<file path="src/logic/alu_pkg.sv">
`default_nettype none

package alu_pkg;

   localparam int DATA_W = 32;
   localparam int FMT_W  = 8;
   localparam int OPC_W  = 12;
   localparam int RSVD_W = 32 - FMT_W - OPC_W;

   // Instruction formats seen on the control word
   localparam logic [FMT_W-1:0] FMT_VOP2  = 8'h02;
   localparam logic [FMT_W-1:0] FMT_VOPC  = 8'h08;
   localparam logic [FMT_W-1:0] FMT_VOP3A = 8'h10;

   localparam logic [OPC_W-1:0] OPC_MAX_F32  = 12'h010; // VOP2 only
   localparam logic [OPC_W-1:0] OPC_CMP_BASE = 12'h000; // Low nibble is the code

   typedef enum logic [3:0] {
      CMP_F   = 4'd0,
      CMP_LT  = 4'd1,
      CMP_EQ  = 4'd2,
      CMP_LE  = 4'd3,
      CMP_GT  = 4'd4,
      CMP_LG  = 4'd5,
      CMP_GE  = 4'd6,
      CMP_NGE = 4'd9,
      CMP_NLG = 4'd10,
      CMP_NGT = 4'd11,
      CMP_NLE = 4'd12,
      CMP_NEQ = 4'd13,
      CMP_NLT = 4'd14,
      CMP_TRU = 4'd15
   } cmp_code_t;

   typedef enum logic [1:0] {
      KIND_NONE,
      KIND_CMP,
      KIND_MAX
   } alu_kind_t;

   typedef struct packed {
      logic [FMT_W-1:0]  fmt;
      logic [RSVD_W-1:0] rsvd;
      logic [OPC_W-1:0]  opcode;
   } alu_ctrl_t;

   typedef struct packed {
      alu_ctrl_t         ctrl;
      logic [DATA_W-1:0] src1;
      logic [DATA_W-1:0] src2;
      logic              exec;
      logic              vcc_in;
   } alu_req_t;

   typedef struct packed {
      logic              valid;
      alu_kind_t         kind;
      cmp_code_t         code;
      logic [DATA_W-1:0] src1;
      logic [DATA_W-1:0] src2;
      logic              exec;
      logic              vcc_in;
   } alu_dec_t;

   typedef struct packed {
      logic              valid;
      logic              vgpr_wr;
      logic [DATA_W-1:0] data;
      logic              vcc;
      logic              vcc_in; // Lane VCC before the op
      logic              exec;
   } alu_res_t;

endpackage

`default_nettype wire
</file>
<file path="src/logic/simf_alu.sv">
`timescale 1ns/1ns
`default_nettype none

module simf_alu
  (
   input  wire                       clk,
   input  wire                       arst_n_i,
   input  wire logic                 start_i,
   input  wire alu_pkg::alu_req_t    req_i,
   output wire                       done_o,
   output wire                       vgpr_wr_o,
   output wire [alu_pkg::DATA_W-1:0] vgpr_data_o,
   output wire                       vcc_o
   );

   wire alu_pkg::alu_dec_t dec; // Decode to compare
   wire alu_pkg::alu_res_t res; // Compare to writeback

   simf_alu_decode u_decode
     (
      .clk      (clk),
      .arst_n_i (arst_n_i),
      .start_i  (start_i),
      .req_i    (req_i),
      .dec_o    (dec)
      );

   simf_alu_compare u_compare
     (
      .clk      (clk),
      .arst_n_i (arst_n_i),
      .dec_i    (dec),
      .res_o    (res)
      );

   simf_alu_writeback u_writeback
     (
      .clk         (clk),
      .arst_n_i    (arst_n_i),
      .res_i       (res),
      .done_o      (done_o),
      .vgpr_wr_o   (vgpr_wr_o),
      .vgpr_data_o (vgpr_data_o),
      .vcc_o       (vcc_o)
      );

endmodule

`default_nettype wire

</file>
<file path="src/logic/simf_alu_writeback.sv">
`timescale 1ns/1ns
`default_nettype none

module simf_alu_writeback
  (
   input  wire                       clk,
   input  wire                       arst_n_i,
   input  wire alu_pkg::alu_res_t    res_i,
   output logic                      done_o,
   output logic                      vgpr_wr_o,
   output logic [alu_pkg::DATA_W-1:0] vgpr_data_o,
   output logic                      vcc_o
   );

   logic wr_en;
   logic vcc_nxt;

   // Lane disabled keeps VCC and suppresses the write
   assign wr_en   = res_i.exec & res_i.vgpr_wr;
   assign vcc_nxt = res_i.exec ? res_i.vcc : res_i.vcc_in;

   always_ff @(posedge clk or negedge arst_n_i)
   begin
      if (!arst_n_i)
      begin
         done_o      <= 1'b0;
         vgpr_wr_o   <= 1'b0;
         vgpr_data_o <= '0;
         vcc_o       <= 1'b0;
      end
      else
      begin
         done_o    <= res_i.valid;
         vgpr_wr_o <= res_i.valid & wr_en;
         if (res_i.valid)
         begin
            vgpr_data_o <= res_i.data;
            vcc_o       <= vcc_nxt; // Held between ops
         end
      end
   end

endmodule

`default_nettype wire

</file>
<file path="src/logic/simf_alu_compare.sv">
`timescale 1ns/1ns
`default_nettype none

module simf_alu_compare
  (
   input  wire                clk,
   input  wire                arst_n_i,
   input  wire alu_pkg::alu_dec_t dec_i,
   output alu_pkg::alu_res_t  res_o
   );

   logic [alu_pkg::DATA_W-1:0] key1;
   logic [alu_pkg::DATA_W-1:0] key2;
   logic [alu_pkg::DATA_W-1:0] max_data;
   logic                       lt;
   logic                       eq;
   logic                       gt;
   logic                       cmp_bit;

   // Sign-magnitude float mapped onto unsigned order
   function automatic logic [alu_pkg::DATA_W-1:0] order_key
     (input logic [alu_pkg::DATA_W-1:0] x);
      if (x[alu_pkg::DATA_W-1])
         order_key = ~x;
      else
         order_key = {1'b1, x[alu_pkg::DATA_W-2:0]};
   endfunction

   assign key1 = order_key(dec_i.src1);
   assign key2 = order_key(dec_i.src2);

   assign lt = (key1 < key2);
   assign eq = (key1 == key2); // -0 and +0 differ
   assign gt = (key1 > key2);

   assign max_data = (gt || eq) ? dec_i.src1 : dec_i.src2; // Tie keeps src1

   always_comb
   begin
      case (dec_i.code)
         alu_pkg::CMP_F   : cmp_bit = 1'b0;
         alu_pkg::CMP_LT  : cmp_bit = lt;
         alu_pkg::CMP_EQ  : cmp_bit = eq;
         alu_pkg::CMP_LE  : cmp_bit = lt | eq;
         alu_pkg::CMP_GT  : cmp_bit = gt;
         alu_pkg::CMP_LG  : cmp_bit = lt | gt;
         alu_pkg::CMP_GE  : cmp_bit = gt | eq;
         alu_pkg::CMP_NGE : cmp_bit = ~(gt | eq);
         alu_pkg::CMP_NLG : cmp_bit = ~(lt | gt);
         alu_pkg::CMP_NGT : cmp_bit = ~gt;
         alu_pkg::CMP_NLE : cmp_bit = ~(lt | eq);
         alu_pkg::CMP_NEQ : cmp_bit = ~eq;
         alu_pkg::CMP_NLT : cmp_bit = ~lt;
         alu_pkg::CMP_TRU : cmp_bit = 1'b1;
         default          : cmp_bit = 1'b0;
      endcase
   end

   always_ff @(posedge clk or negedge arst_n_i)
   begin
      if (!arst_n_i)
      begin
         res_o <= '0;
      end
      else
      begin
         res_o.valid   <= dec_i.valid;
         res_o.vgpr_wr <= (dec_i.kind == alu_pkg::KIND_MAX);
         res_o.data    <= max_data; // Only meaningful for max
         res_o.vcc     <= (dec_i.kind == alu_pkg::KIND_CMP) ? cmp_bit : dec_i.vcc_in;
         res_o.vcc_in  <= dec_i.vcc_in;
         res_o.exec    <= dec_i.exec;
      end
   end

endmodule

`default_nettype wire

</file>
<file path="src/logic/simf_alu_decode.sv">
`timescale 1ns/1ns
`default_nettype none

module simf_alu_decode
  (
   input  wire                clk,
   input  wire                arst_n_i,
   input  wire logic          start_i,
   input  wire alu_pkg::alu_req_t req_i,
   output alu_pkg::alu_dec_t  dec_o
   );

   alu_pkg::alu_kind_t kind;
   alu_pkg::cmp_code_t code;
   logic               is_cmp_fmt;
   logic               in_cmp_range;
   logic               code_hole;

   assign is_cmp_fmt = (req_i.ctrl.fmt == alu_pkg::FMT_VOPC) ||
                       (req_i.ctrl.fmt == alu_pkg::FMT_VOP3A);

   // Opcodes 0x000..0x00F
   assign in_cmp_range = (req_i.ctrl.opcode[alu_pkg::OPC_W-1:4] ==
                          alu_pkg::OPC_CMP_BASE[alu_pkg::OPC_W-1:4]);

   assign code_hole = (req_i.ctrl.opcode[3:0] == 4'd7) ||
                      (req_i.ctrl.opcode[3:0] == 4'd8); // Not defined

   always_comb
   begin
      kind = alu_pkg::KIND_NONE;
      code = alu_pkg::CMP_F;
      if ((req_i.ctrl.fmt == alu_pkg::FMT_VOP2) &&
          (req_i.ctrl.opcode == alu_pkg::OPC_MAX_F32))
      begin
         kind = alu_pkg::KIND_MAX;
      end
      else if (is_cmp_fmt && in_cmp_range && !code_hole)
      begin
         kind = alu_pkg::KIND_CMP;
         code = alu_pkg::cmp_code_t'(req_i.ctrl.opcode[3:0]);
      end
   end

   always_ff @(posedge clk or negedge arst_n_i)
   begin
      if (!arst_n_i)
      begin
         dec_o <= '0;
      end
      else
      begin
         dec_o.valid  <= start_i;
         dec_o.kind   <= kind;
         dec_o.code   <= code;
         dec_o.src1   <= req_i.src1;
         dec_o.src2   <= req_i.src2;
         dec_o.exec   <= req_i.exec; // Masked at writeback
         dec_o.vcc_in <= req_i.vcc_in;
      end
   end

endmodule

`default_nettype wire

</file>
<file path="config.mk">
export PLATFORM = sky130hd
export DESIGN_NAME = simf_alu
export DESIGN_NICKNAME = d
export VERILOG_FILES = /design/src/logic/alu_pkg.sv /design/src/logic/simf_alu.sv /design/src/logic/simf_alu_writeback.sv /design/src/logic/simf_alu_compare.sv /design/src/logic/simf_alu_decode.sv
export SDC_FILE = /design/constraint.sdc
export NUM_CORES = 1
export LEC_CHECK = 0
export BUFFER_PORTS_ARGS = -buffer_cell sky130_fd_sc_hd__buf_2
export CORE_ASPECT_RATIO = 1.1
export CORE_MARGIN = 2
export CORE_UTILIZATION = 44
export CTS_CLUSTER_DIAMETER = 60
export DETAILED_ROUTE_END_ITERATION = 8
export PLACE_DENSITY = 0.63
export SETUP_SLACK_MARGIN = 0.2
export SLEW_MARGIN = 20
export SYNTH_ARGS = -nofsm -noshare
export SYNTH_HDL_FRONTEND = slang
export SYNTH_SLANG_ARGS = --single-unit
</file>
<file path="constraint.sdc">
create_clock -name clk -period 3.8 [get_ports clk]
set_input_delay 0.57 -clock clk [delete_from_list [all_inputs] [get_ports clk]]
set_output_delay 0.57 -clock clk [all_outputs]
set_load 0.05 [all_outputs]
</file>
==> flow_metrics.py, run 1 <==
metrics = {
    "critical_path": {
        "cp-end-kind": "register",
        "reg2reg_to": "u_compare.res_o[10]",
        "critical_path_class": "reg -> reg",
        "max_stage_delay_ns": 0.62,
        "critPathLaunchType": "register",
        "required_ns": 4.10,
        "cp.arrival_ns": 3.59,
        "critPathCapture": "u_compare.res_o[10]",
        "worst_path_max_delay_cell": "dfrtp_4",
        "path_cells": "buf_4, xor2_1, ha_1, a21oi_1, o21ai_0, a221o_1, o31a_1, nor3_4, buf_4, mux2_2",
        "crit_start": "u_decode.dec_o[65]",
        "path_common_cell": "buf_4",
        "r2r_start": "u_decode.dec_o[65]",
        "reg2reg_slack_ns": 0.51,
        "r2r_cells": 10,
        "critPathMaxFanout": 18,
    },
    "global_routing": {
        "grt_pass1_vias": 3716,
        "antenna_found_initial": 0,
        "track_usage_pct": 16.7,
        "overflow": 0,
        "grt_max_degree": 104,
        "grt_pass1_wl_um": 18200,
    },
    "timing": {
        "finalSetupViolCount": 0,
        "finalHoldViolCount": 0,
        "max-slew-margin-rel_pct": 37.3,
        "slew_violations": 0,
        "fmax_mhz": 304,
        "tns_ns": 0,
        "worst_clock_skew_ns": 0.0114,
        "rsz0062_at_grt": "no",
        "fin_ws_ns": 0.506,
        "min_period_over_period_pct": 86.7,
        "worst_slew_pin_slew_ns": 0.941,
        "finalCriticalPeriod_ns": 3.29,
    },
    "clock_network": {
        "cts_made_buffers": 17,
        "cts_tree": "yes",
        "postCtsHoldBufs": 0,
        "clk_pin_slew_ns": 0.06,
        "cts_max_level": 4,
        "cts_setup_buffers": 0,
        "insertion_delay_ns": 0.42,
        "clock-root-buffer": "clkbuf_16",
        "cts-resized-gates": 0,
        "clk_path_buf_depth": 2,
        "clkSinkCount": 145,
    },
    "detailed_routing": {
        "route.antenna.remaining_nets": 0,
        "routed-via-count": 3536,
        "routed_wl_um": 10800,
        "wl_per_cell_um": 15.1,
        "drc": 0,
        "via_per_inst": 4.94,
        "dr.pass1.iters": 5,
        "dr.first_iter.drc_count": 91,
    },
    "place": {
        "gp_congestion": 0.750,
        "port_buffers": 123,
        "dp_slack_ns": 0.365,
        "dp_hpwl_um": 7580,
    },
    "finish": {
        "nFillCells": 1100,
        "num-nets-final": 677,
        "seq_area_um2": 3630,
        "drive_above_1_share_pct": 40.5,
        "multi_input_area_um2": 2200,
        "antenna_cells": 0,
        "area_growth_pct": 23.4,
    },
    "job": {
        "drv_cap": 0,
    },
    "power": {
        "vdd_drop_max_mv": 0.310,
        "p_per_area_nw_per_um2": 568,
        "p_leak_nw": 3.40,
    },
    "yosys": {
        "synth_area_per_cell_um2": 14.4,
        "synth_cells": 410,
        "yosysMostFrequentCell": "dfrtp_1",
        "ys_async_sr_fraction_pct": 100,
        "synth_area_leaders": "dfrtp_1, mux2_2, ha_1",
        "synth_flop_cell": "dfrtp_1",
        "seq_area_frac_synth_pct": 61.4,
        "netlist.area_leader.share_pct": 61.4,
        "synth_seq_cells": 145,
        "synth_commonest_cells": "dfrtp_1, mux2_2, ha_1, xnor2_1, xor2_1",
        "ys_warn_count": 0,
        "synth.distinct_cells": 36,
        "synthesis.area_um2": 5910,
        "synth_edf_count": 0,
        "synth_top_area_cell": "dfrtp_1",
        "syn_nets": 543,
    },
    "floorplan": {
        "core_um2": 13200,
        "initial_core_util_pct": 44.9,
        "die_w_um": 114,
        "rows": 44,
        "pin_count": 136,
        "die_h_um": 126,
        "dieArea_um2": 14400,
    },
    "min_path": {
        "hold_path_class": "in -> reg",
    },
    "outcome": {
        "status": "finished, final reports clean",
    },
}
==> kinds of logic (layout without fill, tap and decap cells) <==
| group | count (synthesis) | after routing | share of synthesized area [%] |
|---|---|---|---|
| compound gates | 35 | 35 | 3.58 |
| xor+xnor | 63 | 63 | 9.34 |
| fa+ha+maj | 32 | 32 | 6.78 |
| buf+inv | 18 | 163 | 1.52 |
| flops | 145 | 145 | 61.4 |
| mux | 66 | 66 | 12.6 |
| simple gates | 51 | 51 | 4.81 |
==> sequential cells by signal (all words and copies together) (netlist names) <==
| register | flops |
|---|---|
| u_writeback.done_o | 1 |
| u_compare.res_o | 37 |
| u_writeback.vcc_o | 1 |
| u_writeback.vgpr_wr_o | 1 |
| u_decode.dec_o | 73 |
| u_writeback.vgpr_data_o | 32 |
==> routing by layer <==
layer / share of wire (%) / track usage (%)
met1: 41 / 19.8
met5: 0 / 0
met4: 1.8 / 7.25
met3: 5.4 / 5.38
met2: 51 / 27.9
==> through the flow <==
step                      power, mW  util, %  hold slack [ns]  cell area, um^2  instances
after floorplan                2.35        -            0.274             5910        410
after global routing           4.34     55.4            0.235             7290        716
final                          4.14     55.4            0.252             7290        716
after global placement         2.57     51.0            0.334             6710        686
after CTS                      4.20     55.3            0.235             7280        716
after detailed placement       2.58     51.0            0.342             6710        686
==> worst min path at each step <==
stage / from / endpoint / slack (ns) / cells after the start
after global routing: req_i[16] / u_decode.dec_o[16] / 0.23 / 1
after detailed placement: u_decode.dec_o[72] / u_compare.res_o[36] / 0.34 / 0
after CTS: req_i[29] / u_decode.dec_o[29] / 0.24 / 1
after global placement: u_decode.dec_o[72] / u_compare.res_o[36] / 0.33 / 0
final: req_i[16] / u_decode.dec_o[16] / 0.25 / 1
after floorplan: arst_n_i / u_compare.res_o[0] / 0.27 / 0
==> where the power goes <==
part / internal (mW) / total, mW / switching (mW)
registers: 1.70 / 1.78 / 0.0832
clock network: 1.02 / 1.60 / 0.575
logic: 0.290 / 0.762 / 0.472
==> cell usage in the layout, fill, tap and decap left out, drive strengths merged, types with 5 or more instances in the layout <==
| cell | instances |
|---|---|
| buf | 130 |
| nand3 | 5 |
| nand4 | 6 |
| dfrtp | 145 |
| ha | 32 |
| xor2 | 31 |
| nor2 | 6 |
| nand2 | 10 |
| clkbuf | 24 |
| o21ai | 6 |
| xnor2 | 32 |
| a21oi | 17 |
| mux2 | 65 |
| nor4 | 5 |
==> critical path, delay by kind of cell (launching register included) <==
kind / cells / cell delay [ns]
AOI/OAI and AO/OA: 4 / 0.96
buffers and inverters: 2 / 0.67
adders and majority gates: 1 / 0.20
and+or+nand+nor: 1 / 0.18
xor gates and xnor gates: 1 / 0.12
DFF: 1 / 0.62
muxes: 1 / 0.38
==> area by class of cell <==
| class | count | share of cell area [%] |
|---|---|---|
| clock buffers | 24 | 6.75 |
| clock inverters | 6 | 1.10 |
| inverters | 3 | 0.154 |
| multi-input cells | 247 | 30.1 |
| flip-flops and latches | 145 | 49.9 |
| well taps | 161 | 2.76 |
| repair buffers | 130 | 9.25 |
Note: power is estimated with default switching activity, not from simulation.
==> run 2: changes to the inputs <==
- SYNTH_HIERARCHICAL: unset -> 1
==> run 2 against run 1 <==
Effect of this change: critical path depth stayed put; setup slack better by 0.039 ns; combinational power is 12% higher; wire length is 6.8% higher; register-to-register slack better by 0.04 ns; cell count is 6.6% higher; global-route usage is 0.12 points lower; clock power hardly changed; largest power group unchanged.
==> flow_metrics.py, run 2 <==
metrics = {
    "finish": {
        "design_area_um2": 7700,
        "mostFrequentLayoutCells": "dfrtp_1, buf_2, mux2_4, xor2_1, ha_1",
        "largest_register_ffs": 73,
        "drive_above_1_share_pct": 41.6,
        "final_common_cell": "dfrtp_1",
        "area_growth_pct": 21.9,
        "top_register": "u_decode/dec_o",
        "antenna_cells": 0,
        "num-nets-final": 695,
        "reg_top3": "u_decode/dec_o: 73 flops, u_compare/res_o: 37 flops, u_writeback/vgpr_data_o: 32 flops",
        "nFillCells": 1186,
    },
    "timing": {
        "max-slew-margin-rel_pct": 45.2,
        "finalHoldViolCount": 0,
        "min_period_over_period_pct": 85.7,
        "finalCriticalPeriod_ns": 3.26,
        "finalSetupViolCount": 0,
        "fmax_mhz": 307,
        "tns_ns": 0,
        "rsz0062_at_grt": "no",
        "worst_clock_skew_ns": 0.00767,
        "slew_violations": 0,
        "worst_slew_pin_slew_ns": 0.823,
    },
    "detailed_routing": {
        "routed-via-count": 3687,
        "met1_length_um": 5300,
        "via_per_inst": 4.83,
        "routed_wl_um": 11500,
        "drc": 0,
        "wl_met2_um": 5490,
        "routed.top_layer": "met5",
        "dr.first_iter.drc_count": 142,
        "route.antenna.remaining_nets": 0,
        "dr.pass1.iters": 4,
        "wl_per_cell_um": 15.1,
        "route.met3.wl_um": 575,
    },
    "clock_network": {
        "clock-root-buffer": "clkbuf_16",
        "insertion_delay_ns": 0.42,
        "clk_path_buf_depth": 2,
        "cts_max_level": 4,
        "cts_made_buffers": 17,
        "clkSinkCount": 145,
        "postCtsHoldBufs": 0,
        "clk_pin_slew_ns": 0.06,
        "cts_tree": "yes",
        "cts_setup_buffers": 0,
    },
    "yosys": {
        "synth_flop_cell": "dfrtp_1",
        "ys_warn_count": 6,
        "synth_edf_count": 0,
        "yosysMostFrequentCell": "dfrtp_1",
        "synth_area_leaders": "dfrtp_1, mux2_4, ha_1",
        "seq_area_frac_synth_pct": 57.5,
        "syn_nets": 560,
        "synth_top_area_cell": "dfrtp_1",
        "netlist.area_leader.share_pct": 57.5,
        "synthesis.area_um2": 6310,
        "synth_seq_cells": 145,
        "synth_area_per_cell_um2": 14.8,
        "synth.distinct_cells": 44,
        "synth_cells": 427,
        "synth_commonest_cells": "dfrtp_1, mux2_4, ha_1, xor2_1, xnor2_1",
        "ys_async_sr_fraction_pct": 100,
    },
    "power": {
        "p_total_mw": 4.22,
        "p_leak_nw": 3.68,
        "p_per_area_nw_per_um2": 548,
        "vdd_drop_max_mv": 0.299,
    },
    "outcome": {
        "status": "finished, final reports clean",
    },
    "min_path": {
        "hold_path_class": "in -> async",
    },
    "floorplan": {
        "dieArea_um2": 15300,
        "initial_core_util_pct": 45.4,
        "rows": 45,
        "die_h_um": 130,
        "pin_count": 136,
        "core_um2": 13900,
        "die_w_um": 118,
    },
    "place": {
        "gp_congestion": 0.752,
        "place_area_um2": 7130,
        "port_buffers": 123,
        "dp_hpwl_um": 7920,
    },
    "global_routing": {
        "overflow": 0,
        "grt_max_degree": 94,
        "grt_pass1_wl_um": 19300,
        "grt_pass1_vias": 3895,
        "antenna_found_initial": 1,
        "track_usage_pct": 16.6,
    },
    "critical_path": {
        "critical_path_class": "reg -> reg",
        "critPathMaxFanout": 18,
        "path_common_cell": "buf_4",
        "required_ns": 4.10,
        "cp.arrival_ns": 3.56,
        "critPathLaunchType": "register",
        "crit_start": "u_decode/dec_o[65]",
        "max_stage_delay_ns": 0.62,
        "worst_path_max_delay_cell": "dfrtp_2",
        "cp-end-kind": "register",
        "r2r_start": "u_decode/dec_o[65]",
        "path_cells": "buf_4, xor2_1, ha_1, a21oi_1, o21ai_0, a211oi_2, a31oi_4, nor3_4, buf_4, mux2_4",
    },
    "job": {
        "drv_cap": 0,
    },
}
==> run 2: cell count changes after synthesis, sizes merged, moves of 3 or more <==
cell   previous run  this run
and2              4         0
nand2            10        14
nand3             5         8
nor2              6        12
o21ai             6        11
==> run 2: kinds of logic after synthesis <==
logic type | synth area share, %
compound gates | 3.41
xor+xnor | 8.74
fa+ha+maj | 6.34
buf+inv | 2.30
flops | 57.5
mux | 15.0
simple gates | 6.74
==> run 2: worst max-delay path, delay by kind of cell, from the launching register on <==
kind | cells | cell delay (ns)
AO/OA/AOI/OAI | 4 | 0.86
XOR/XNOR | 1 | 0.20
adder cells (fa/ha/maj) | 1 | 0.27
buffers and inverters | 2 | 0.69
flip-flops | 1 | 0.62
multiplexers | 1 | 0.34
AND/OR/NAND/NOR | 1 | 0.15
==> run 2: layout make-up <==
type,count,area [um^2],share of cell area [%]
Clock buffer,21,450,5.85
Sequential cell,145,3630,47.2
Multi-Input combinational cell,263,2540,33.0
Timing Repair Buffer,131,707,9.18
Tap cell,188,235,3.06
Inverter,4,15.0,0.195
Clock inverter,11,114,1.48
==> run 2: final timing paths <==
path / endpoint / slack [ns] / cells after the start
worst max-delay path: u_compare/res_o[25] / 0.54 / 10
worst min-delay path: u_decode/dec_o[60] / 0.23 / 1
worst max register to register: u_compare/res_o[25] / 0.54 / 10
worst min register to register: u_compare/res_o[0] / 0.35 / 0
max in group asynchronous: u_decode/dec_o[15] / 2.61 / 3
min in group clk: u_decode/dec_o[56] / 0.25 / 1
==> run 2: per-layer routing <==
| layer | track usage [%] | vias up |
|---|---|---|
| met2 | 26.6 | 120 |
| met5 | 0 | - |
| met1 | 21.1 | 1795 |
| li1 | - | 1755 |
| met4 | 7.09 | 2 |
| met3 | 5.15 | 15 |
==> run 2: through the flow <==
stage	util [%]	worst slack, ns	cells	hold WS [ns]
global placement	51.3	0.425	731	0.337
CTS	55.3	0.275	763	0.226
detailed placement	51.3	0.320	731	0.336
finish	55.3	0.544	763	0.233
floorplan	-	0.697	427	0.274
global route	55.3	0.355	763	0.229
==> run 2: power by group <==
| group | leakage (nW) | total (mW) | internal [mW] | switching (mW) |
|---|---|---|---|---|
| sequential | 1.71 | 1.78 | 1.70 | 0.0872 |
| clock | 0.276 | 1.58 | 0.975 | 0.604 |
| combinational | 1.69 | 0.857 | 0.354 | 0.502 |
| total | 3.68 | 4.22 | 3.03 | 1.19 |
==> run 2: timing repair <==
action                                  4_1_cts  5_1_grt
endpoints found under the setup margin        0       20
endpoints found under the hold margin         0        0
gates resized for setup                       0        1
